`src/include/perf_monitor_cfg.svh`:
```
`ifndef PERF_MONITOR_CFG_SVH
`define PERF_MONITOR_CFG_SVH

// records held between the sampler and the counter bank
`define PERF_FIFO_DEPTH 4

// largest count a single delta field can hold
`define PERF_DELTA_MAX 15

// comm word bit that turns counting on
`define PERF_ENABLE_BIT 24

// value returned at readback address 30
`define PERF_CACHE_ID 32'h0000_00c1

`endif

```
`src/source/cache_event_pkg.sv`:
```
`default_nettype none

package cache_event_pkg;

	localparam int NUM_EVENTS = 9;
	localparam int DELTA_W = 4;

	// order sets both the strobe bit and the record field position
	typedef enum logic [3:0] {
		ev_hit,
		ev_miss,
		ev_writeback,
		ev_expired,
		ev_expired_multi,
		ev_defaulted,
		ev_rand_evict,
		ev_zero_lease,		// derived from swap falling edge
		ev_default_miss		// derived from miss and defaulted together
	} event_idx_e;

	typedef logic [NUM_EVENTS-1:0] event_vec_t;	// one strobe per event

	typedef logic [DELTA_W-1:0] delta_t;	// events since last record

	// field i sits at bits 4i+3 down to 4i
	typedef logic [NUM_EVENTS*DELTA_W-1:0] delta_record_t;

endpackage

`default_nettype wire

```
`src/source/perf_comm_pkg.sv`:
```
`default_nettype none

package perf_comm_pkg;

	typedef logic [63:0] counter_t;	// event or wall-time count

	typedef logic [31:0] comm_word_t;	// config in, readback out

	typedef logic [4:0] rb_addr_t;	// taken from comm bits 4..0

	// readback map
	localparam rb_addr_t RB_EVENT_LAST = 5'd17;	// 0..17 are event counter halves
	localparam rb_addr_t RB_WALL_LO = 5'd18;
	localparam rb_addr_t RB_WALL_HI = 5'd19;
	localparam rb_addr_t RB_CACHE_ID = 5'd30;

	// four-phase master side
	typedef enum logic [1:0] {
		hs_idle,		// nothing in flight
		hs_req_high,		// record presented, waiting for ack
		hs_wait_ack_low		// req dropped, waiting for ack to return to zero
	} hs_state_e;

endpackage

`default_nettype wire

```
`src/source/event_delta_sampler.sv`:
```
`timescale 1ns/1ps
`default_nettype none

`include "perf_monitor_cfg.svh"

module event_delta_sampler (
	input  wire                            clock_i,
	input  wire                            resetn_i,
	input  wire perf_comm_pkg::comm_word_t  comm_i,
	input  wire cache_event_pkg::event_vec_t events_i,
	input  wire                            swap_i,
	input  wire                            ack_i,
	output logic                           req_o,
	output cache_event_pkg::delta_record_t  record_o,
	output logic                           stall_o
);

	localparam int N = cache_event_pkg::NUM_EVENTS;
	localparam int W = cache_event_pkg::DELTA_W;
	localparam cache_event_pkg::delta_t DELTA_MAX = cache_event_pkg::delta_t'(`PERF_DELTA_MAX);
	localparam cache_event_pkg::delta_t STALL_LEVEL = DELTA_MAX - 1'b1;

	perf_comm_pkg::hs_state_e state_q;
	cache_event_pkg::delta_t deltas_q [N];
	cache_event_pkg::delta_record_t record_q;
	cache_event_pkg::event_vec_t cond;
	cache_event_pkg::event_vec_t inc;
	logic enable;
	logic swap_q;
	logic stall_q;
	logic any_pending;
	logic near_full;
	logic latch;

	assign enable = comm_i[`PERF_ENABLE_BIT];

	always_comb begin
		cond = events_i;
		cond[cache_event_pkg::ev_zero_lease] = swap_q & ~swap_i;	// swap just fell
		cond[cache_event_pkg::ev_default_miss] = events_i[cache_event_pkg::ev_miss] &
			events_i[cache_event_pkg::ev_defaulted];
		inc = (enable && !stall_q) ? cond : '0;	// held events are not counted
	end

	always_comb begin
		any_pending = 1'b0;
		near_full = 1'b0;
		for (int i = 0; i < N; i++) begin
			if (deltas_q[i] != '0) begin
				any_pending = 1'b1;
			end
			if (deltas_q[i] >= STALL_LEVEL) begin
				near_full = 1'b1;
			end
		end
	end

	// snapshot the deltas whenever the link is free
	assign latch = any_pending && (state_q == perf_comm_pkg::hs_idle);

	always_ff @(posedge clock_i) begin
		if (!resetn_i) begin
			swap_q <= 1'b0;
		end else if (enable) begin
			swap_q <= swap_i;	// previous enabled cycle
		end
	end

	always_ff @(posedge clock_i) begin
		for (int i = 0; i < N; i++) begin
			if (!resetn_i) begin
				deltas_q[i] <= '0;
			end else if (latch) begin
				deltas_q[i] <= cache_event_pkg::delta_t'(inc[i]);	// restart with this cycle
			end else if (inc[i] && deltas_q[i] != DELTA_MAX) begin
				deltas_q[i] <= deltas_q[i] + 1'b1;
			end
		end
	end

	always_ff @(posedge clock_i) begin
		if (latch) begin
			for (int i = 0; i < N; i++) begin
				record_q[i*W +: W] <= deltas_q[i];
			end
		end
	end

	always_ff @(posedge clock_i) begin
		if (!resetn_i) begin
			state_q <= perf_comm_pkg::hs_idle;
			stall_q <= 1'b0;
		end else begin
			case (state_q)
				perf_comm_pkg::hs_idle: begin
					if (latch) begin
						state_q <= perf_comm_pkg::hs_req_high;
					end
				end
				perf_comm_pkg::hs_req_high: begin
					if (ack_i) begin
						state_q <= perf_comm_pkg::hs_wait_ack_low;
					end
				end
				perf_comm_pkg::hs_wait_ack_low: begin
					if (!ack_i) begin
						state_q <= perf_comm_pkg::hs_idle;
					end
				end
				default: state_q <= perf_comm_pkg::hs_idle;
			endcase
			if (latch) begin
				stall_q <= 1'b0;	// deltas start over
			end else if (near_full) begin
				stall_q <= 1'b1;
			end
		end
	end

	assign req_o = (state_q == perf_comm_pkg::hs_req_high);
	assign record_o = record_q;
	assign stall_o = stall_q;

endmodule

`default_nettype wire

```
`src/source/delta_record_fifo.sv`:
```
`timescale 1ns/1ps
`default_nettype none

`include "perf_monitor_cfg.svh"

module delta_record_fifo #(
	parameter int DEPTH = `PERF_FIFO_DEPTH
) (
	input  wire                               clock_i,
	input  wire                               resetn_i,
	input  wire                               req_i,
	input  wire cache_event_pkg::delta_record_t record_i,
	input  wire                               ack_i,
	output logic                              ack_o,
	output logic                              req_o,
	output cache_event_pkg::delta_record_t     record_o
);

	localparam int AW = $clog2(DEPTH);
	localparam logic [AW:0] FULL_COUNT = (AW+1)'(DEPTH);

	cache_event_pkg::delta_record_t mem_q [DEPTH];
	perf_comm_pkg::hs_state_e state_q;
	logic [AW-1:0] wr_ptr_q;
	logic [AW-1:0] rd_ptr_q;
	logic [AW:0] count_q;
	logic in_ack_q;
	logic full;
	logic empty;
	logic push;
	logic pop;

	assign full = (count_q == FULL_COUNT);
	assign empty = (count_q == '0);
	assign push = req_i && !in_ack_q && !full;	// full buffer holds off ack
	assign pop = (state_q == perf_comm_pkg::hs_req_high) && ack_i;

	// slave side toward the sampler
	always_ff @(posedge clock_i) begin
		if (!resetn_i) begin
			in_ack_q <= 1'b0;
		end else if (push) begin
			in_ack_q <= 1'b1;
		end else if (!req_i) begin
			in_ack_q <= 1'b0;	// return to zero
		end
	end

	always_ff @(posedge clock_i) begin
		if (push) begin
			mem_q[wr_ptr_q] <= record_i;
		end
	end

	always_ff @(posedge clock_i) begin
		if (!resetn_i) begin
			wr_ptr_q <= '0;
			rd_ptr_q <= '0;
			count_q <= '0;
		end else begin
			if (push) begin
				wr_ptr_q <= wr_ptr_q + 1'b1;	// wraps, depth is a power of two
			end
			if (pop) begin
				rd_ptr_q <= rd_ptr_q + 1'b1;
			end
			case ({push, pop})
				2'b10: count_q <= count_q + 1'b1;
				2'b01: count_q <= count_q - 1'b1;
				default: count_q <= count_q;
			endcase
		end
	end

	// master side toward the counter bank
	always_ff @(posedge clock_i) begin
		if (!resetn_i) begin
			state_q <= perf_comm_pkg::hs_idle;
		end else begin
			case (state_q)
				perf_comm_pkg::hs_idle: begin
					if (!empty) begin
						state_q <= perf_comm_pkg::hs_req_high;
					end
				end
				perf_comm_pkg::hs_req_high: begin
					if (ack_i) begin
						state_q <= perf_comm_pkg::hs_wait_ack_low;	// head popped here
					end
				end
				perf_comm_pkg::hs_wait_ack_low: begin
					if (!ack_i) begin
						state_q <= perf_comm_pkg::hs_idle;
					end
				end
				default: state_q <= perf_comm_pkg::hs_idle;
			endcase
		end
	end

	assign ack_o = in_ack_q;
	assign req_o = (state_q == perf_comm_pkg::hs_req_high);
	assign record_o = mem_q[rd_ptr_q];	// head stays put until popped

endmodule

`default_nettype wire

```
`src/source/perf_counter_bank.sv`:
```
`timescale 1ns/1ps
`default_nettype none

`include "perf_monitor_cfg.svh"

module perf_counter_bank (
	input  wire                               clock_i,
	input  wire                               resetn_i,
	input  wire perf_comm_pkg::comm_word_t     comm_i,
	input  wire                               req_i,
	input  wire cache_event_pkg::delta_record_t record_i,
	output logic                              ack_o,
	output perf_comm_pkg::comm_word_t          comm_o
);

	localparam int N = cache_event_pkg::NUM_EVENTS;
	localparam int W = cache_event_pkg::DELTA_W;

	perf_comm_pkg::counter_t count_q [N];
	perf_comm_pkg::counter_t wall_q;
	perf_comm_pkg::comm_word_t rb_q;
	perf_comm_pkg::rb_addr_t rb_addr;
	logic enable;
	logic ack_q;
	logic accept;

	assign enable = comm_i[`PERF_ENABLE_BIT];
	assign rb_addr = comm_i[4:0];
	assign accept = req_i && !ack_q;	// new record, first cycle of req

	// ack follows req one cycle later and never stalls the FIFO
	always_ff @(posedge clock_i) begin
		if (!resetn_i) begin
			ack_q <= 1'b0;
		end else begin
			ack_q <= req_i;
		end
	end

	always_ff @(posedge clock_i) begin
		for (int i = 0; i < N; i++) begin
			if (!resetn_i) begin
				count_q[i] <= '0;
			end else if (accept) begin
				count_q[i] <= count_q[i] + perf_comm_pkg::counter_t'(record_i[i*W +: W]);
			end
		end
	end

	always_ff @(posedge clock_i) begin
		if (!resetn_i) begin
			wall_q <= '0;
		end else if (enable) begin
			wall_q <= wall_q + 1'b1;	// one per enabled cycle
		end
	end

	// registered readback, one cycle behind comm_i
	always_ff @(posedge clock_i) begin
		if (!resetn_i) begin
			rb_q <= '0;
		end else if (rb_addr <= perf_comm_pkg::RB_EVENT_LAST) begin
			if (rb_addr[0]) begin
				rb_q <= count_q[rb_addr[4:1]][63:32];	// odd address, high half
			end else begin
				rb_q <= count_q[rb_addr[4:1]][31:0];
			end
		end else if (rb_addr == perf_comm_pkg::RB_WALL_LO) begin
			rb_q <= wall_q[31:0];
		end else if (rb_addr == perf_comm_pkg::RB_WALL_HI) begin
			rb_q <= wall_q[63:32];
		end else if (rb_addr == perf_comm_pkg::RB_CACHE_ID) begin
			rb_q <= `PERF_CACHE_ID;
		end else begin
			rb_q <= '0;	// unmapped
		end
	end

	assign ack_o = ack_q;
	assign comm_o = rb_q;

endmodule

`default_nettype wire

```
`src/source/cache_perf_monitor.sv`:
```
`timescale 1ns/1ps
`default_nettype none

`include "perf_monitor_cfg.svh"

module cache_perf_monitor (
	input  wire                           clock_i,
	input  wire                           resetn_i,
	input  wire                           hit_i,
	input  wire                           miss_i,
	input  wire                           writeback_i,
	input  wire                           expired_i,
	input  wire                           expired_multi_i,
	input  wire                           defaulted_i,
	input  wire                           rand_evict_i,
	input  wire                           swap_i,
	input  wire perf_comm_pkg::comm_word_t comm_i,
	output perf_comm_pkg::comm_word_t      comm_o,
	output logic                          stall_o
);

	cache_event_pkg::event_vec_t events;
	cache_event_pkg::delta_record_t smp_record;
	cache_event_pkg::delta_record_t fifo_record;
	logic smp_req;
	logic smp_ack;
	logic fifo_req;
	logic fifo_ack;

	always_comb begin
		events = '0;	// zero_lease and default_miss come from the sampler
		events[cache_event_pkg::ev_hit] = hit_i;
		events[cache_event_pkg::ev_miss] = miss_i;
		events[cache_event_pkg::ev_writeback] = writeback_i;
		events[cache_event_pkg::ev_expired] = expired_i;
		events[cache_event_pkg::ev_expired_multi] = expired_multi_i;
		events[cache_event_pkg::ev_defaulted] = defaulted_i;
		events[cache_event_pkg::ev_rand_evict] = rand_evict_i;
	end

	event_delta_sampler event_delta_sampler_i (
		.clock_i  (clock_i),
		.resetn_i (resetn_i),
		.comm_i   (comm_i),
		.events_i (events),
		.swap_i   (swap_i),
		.ack_i    (smp_ack),
		.req_o    (smp_req),
		.record_o (smp_record),
		.stall_o  (stall_o)
	);

	delta_record_fifo #(
		.DEPTH (`PERF_FIFO_DEPTH)
	) delta_record_fifo_i (
		.clock_i  (clock_i),
		.resetn_i (resetn_i),
		.req_i    (smp_req),
		.record_i (smp_record),
		.ack_i    (fifo_ack),
		.ack_o    (smp_ack),
		.req_o    (fifo_req),
		.record_o (fifo_record)
	);

	perf_counter_bank perf_counter_bank_i (
		.clock_i  (clock_i),
		.resetn_i (resetn_i),
		.comm_i   (comm_i),
		.req_i    (fifo_req),
		.record_i (fifo_record),
		.ack_o    (fifo_ack),
		.comm_o   (comm_o)
	);

endmodule

`default_nettype wire

```
`config.mk`:
```
export PLATFORM = sky130hd
export DESIGN_NAME = cache_perf_monitor
export DESIGN_NICKNAME = d
export VERILOG_FILES = /design/src/source/cache_event_pkg.sv /design/src/source/perf_comm_pkg.sv /design/src/source/event_delta_sampler.sv /design/src/source/delta_record_fifo.sv /design/src/source/perf_counter_bank.sv /design/src/source/cache_perf_monitor.sv
export VERILOG_INCLUDE_DIRS = /design/src /design/src/include
export SDC_FILE = /design/constraint.sdc
export NUM_CORES = 2
export LEC_CHECK = 0
export ABC_AREA = 1
export CAP_MARGIN = 0
export CORE_ASPECT_RATIO = 0.7
export CORE_MARGIN = 2
export CORE_UTILIZATION = 40
export CTS_CLUSTER_DIAMETER = 50
export CTS_CLUSTER_SIZE = 20
export DETAILED_ROUTE_END_ITERATION = 10
export DONT_BUFFER_PORTS = 1
export SYNTH_ARGS = -nofsm -noshare
export SYNTH_HDL_FRONTEND = slang
export SYNTH_HIERARCHICAL = 1
export SYNTH_SLANG_ARGS = --single-unit
```
`constraint.sdc`:
```
create_clock -name clock_i -period 52.8 [get_ports clock_i]
set_input_delay 5.28 -clock clock_i [delete_from_list [all_inputs] [get_ports clock_i]]
set_output_delay 5.28 -clock clock_i [all_outputs]
set_load 0.02 [all_outputs]
```
==> flow_summary.yaml <==
grt:
  number_of_global_route_vias_before_repair: 53300
  grt_start_max_net_pins: 332
  grt_first_pass_wirelength_um: 373000
  antenna_found_initial: 7
  grtUsageTotal_pct: 32.9
  grt_overflow: 0
setup_path:
  worstPathBufferInverterCount: 5
  crit_slowest_cell: "buf_4"
  critical_path_peak_fanout: 94
  crit_top_cell: "buf_4"
  critical_path_arrival_ns: 9.52
  critical_path_required_ns: 53.17
  setup.worst_path.start_class: "input port"
  cell_chain_critical_path: "o21ai_4 -> buf_4 -> buf_4 -> buf_4 -> buf_4 -> buf_4"
  worst_path_dominant_cell_family: "buffers and inverters"
  timing_worst_setup_path_type: "in2reg"
  critical-path-max-stage-delay_ns: 0.90
  critPathCaptureType: "flip-flop"
clock_tree:
  ctsRootBufferMaster: "clkbuf_16"
  cts-htree-levels: 3
  cts_sinks: 905
  ctsHoldBuffers: 0
  cts_tree: "done"
  cts_inserted_buffers: 116
  clk_pin_slew_worst_paths_ns: 0.07
  cts_buffer_depth: 3
  clock_latency_at_the_later_pin_of_the_worst_skew_pair_ns: 0.78
  cts_post_setup_buffers_inserted: 0
  cts-resized-gates: 0
floorplanning:
  initial_utilization_pct: 40.3
  floorplan.die.width_um: 470
  die_area_um2: 155000
  core_um2: 151000
  fp.dieH_um: 330
  ios: 75
  placementRows: 119
routing:
  drt-vias-per-instance: 5.78
  antenna_violating_nets_post_route: 0
  detailedRoute.firstPassIterationCount: 8
  routed_length_per_instance_um: 25.0
  detailroute.via_count: 60700
  drt-initial-drc-count: 8886
  finalWirelength_um: 263000
  drc_violations_left: 0
timing:
  min_period_over_period_pct: 17.3
  clk_skew_ns: 0.0348
  rsz0062_at_grt: "false"
  transition_at_the_pin_with_the_smallest_max_transition_slack_ns: 1.49
  max_clock_freq_mhz: 109
  fin_crit_ns: 9.14
  timing_max_transition_violations_final: 1
  worst_hold_margin_ns: 0.481
  fin_setup_tns_ns: 0
  timing.slew.headroom_pct: -0.257
  timing.final.setup_violations: 0
  hold_violations: 0
placement:
  gp_congestion: 1.02
  io_buffer_count: 0
  place_hpwl_um: 203000
  placedInstanceArea_um2: 62500
power_and_ir_drop:
  vdd.ir_drop.worst_mv: 0.0290
  power_density_nw_per_um2: 42.1
  cellLeakagePower_nw: 24.3
  fraction_of_power_consumed_by_combinational_cells_pct: 24.4
  total_switching_power_mw: 1.15
  share_seq_of_total_power_pct: 43.9
  p_sw_share_pct: 40.7
  internal_power_mw: 1.67
  p_total_mw: 2.81
  share_clk_of_total_power_pct: 31.7
worst_hold_path:
  min_path_type: "reg2reg"
flow_run:
  cap_violations: 1
cells_and_area:
  fin_area_um2: 66800
  syn_to_final_growth_pct: 9.99
  most_frequent_standard_cell_in_the_layout_excluding_fill_and_tap_cells: "nand2_1"
  layout.nets: 8509
  diodes: 0
  layout-drive-gt1-share_pct: 5.59
  top_library_cells_by_usage_in_the_layout_fill_and_taps_aside: "nand2_1 (2,122), nor2_1 (1,128), inv_1 (1,085)"
yosys:
  synthesis.area_um2: 60700
  synth-warning-count: 6
  synth_area_per_cell_um2: 7.18
  post_synth_inst_count: 8461
  synth_fp_nets: 8582
outcome:
  violations: "max-capacitance violations, max-slew violations"
  status: "complete, but fails checks"
==> worst register-to-register path: stages, from the launching register on <==
cell,delay (ns)
dfxtp_1,0.32
inv_1,0.08
nand2_1,0.05
inv_1,0.08
inv_1,0.07
o21ai_4,0.10
buf_4,0.63
buf_4,0.78
buf_4,0.79
buf_4,0.92
buf_4,0.91
==> power groups by stage <==
stage / sequential, mW / clock, mW / combinational (mW)
after CTS: 1.22 / 0.906 / 0.666
after global routing: 1.25 / 0.933 / 0.743
after detailed placement: 1.23 / 0 / 0.662
after floorplan: 1.33 / 0 / 0.433
after global placement: 1.23 / 0 / 0.655
final: 1.23 / 0.893 / 0.687
==> per-layer routing <==
| metal | wire length [um] | up-vias | track usage, % |
|---|---|---|---|
| li1 | - | 28100 | - |
| met1 | 123000 | 28800 | 52.0 |
| met2 | 96400 | 3456 | 42.0 |
| met3 | 36600 | 290 | 10.5 |
| met4 | 6120 | 6 | 7.48 |
| met5 | 41 | - | 0 |
==> final timing paths <==
check             depth (start not counted)                                  to  slack [ns]                             start
setup / recovery                          6  perf_counter_bank_i/count_q[4][60]       43.66                          resetn_i
hold / removal                            1    event_delta_sampler_i/state_q[1]        0.48  event_delta_sampler_i/state_q[0]
setup reg to reg                         10  perf_counter_bank_i/count_q[4][60]       47.56    delta_record_fifo_i/state_q[1]
hold reg to reg                           1    event_delta_sampler_i/state_q[1]        0.48  event_delta_sampler_i/state_q[0]
==> state kept, by name, indices dropped and copies added (netlist names), named ones only <==
register,flops
event_delta_sampler_i/record_o,36
event_delta_sampler_i/swap_q,1
perf_counter_bank_i/count_q,576
delta_record_fifo_i/ack_o,1
delta_record_fifo_i/count_q,3
delta_record_fifo_i/wr_ptr_q,2
delta_record_fifo_i/rd_ptr_q,2
perf_counter_bank_i/ack_o,1
event_delta_sampler_i/stall_o,1
event_delta_sampler_i/deltas_q,36
delta_record_fifo_i/mem_q,144
perf_counter_bank_i/wall_q,64
perf_counter_bank_i/comm_o,32
event_delta_sampler_i/state_q,2
delta_record_fifo_i/state_q,2
==> stage by stage <==
stage | cells | worst slack (ns) | util [%]
floorplan | 8461 | 9.96 | -
global placement | 10300 | 42.95 | 41.5
detailed placement | 10300 | 42.96 | 41.5
CTS | 10500 | 43.75 | 44.4
global route | 10500 | 43.52 | 44.4
finish | 10500 | 43.66 | 44.4
==> area by class of cell <==
class                           count  area (um2)
Fill cell                       15500       83700
Multi-Input combinational cell   6208       29500
Sequential cell                   905       26000
Inverter                         1118        4220
Clock buffer                      128        3030
Tap cell                         1996        2500
Clock inverter                     93        1250
Timing Repair Buffer               39         293
Note: power is estimated with default switching activity, not from simulation.
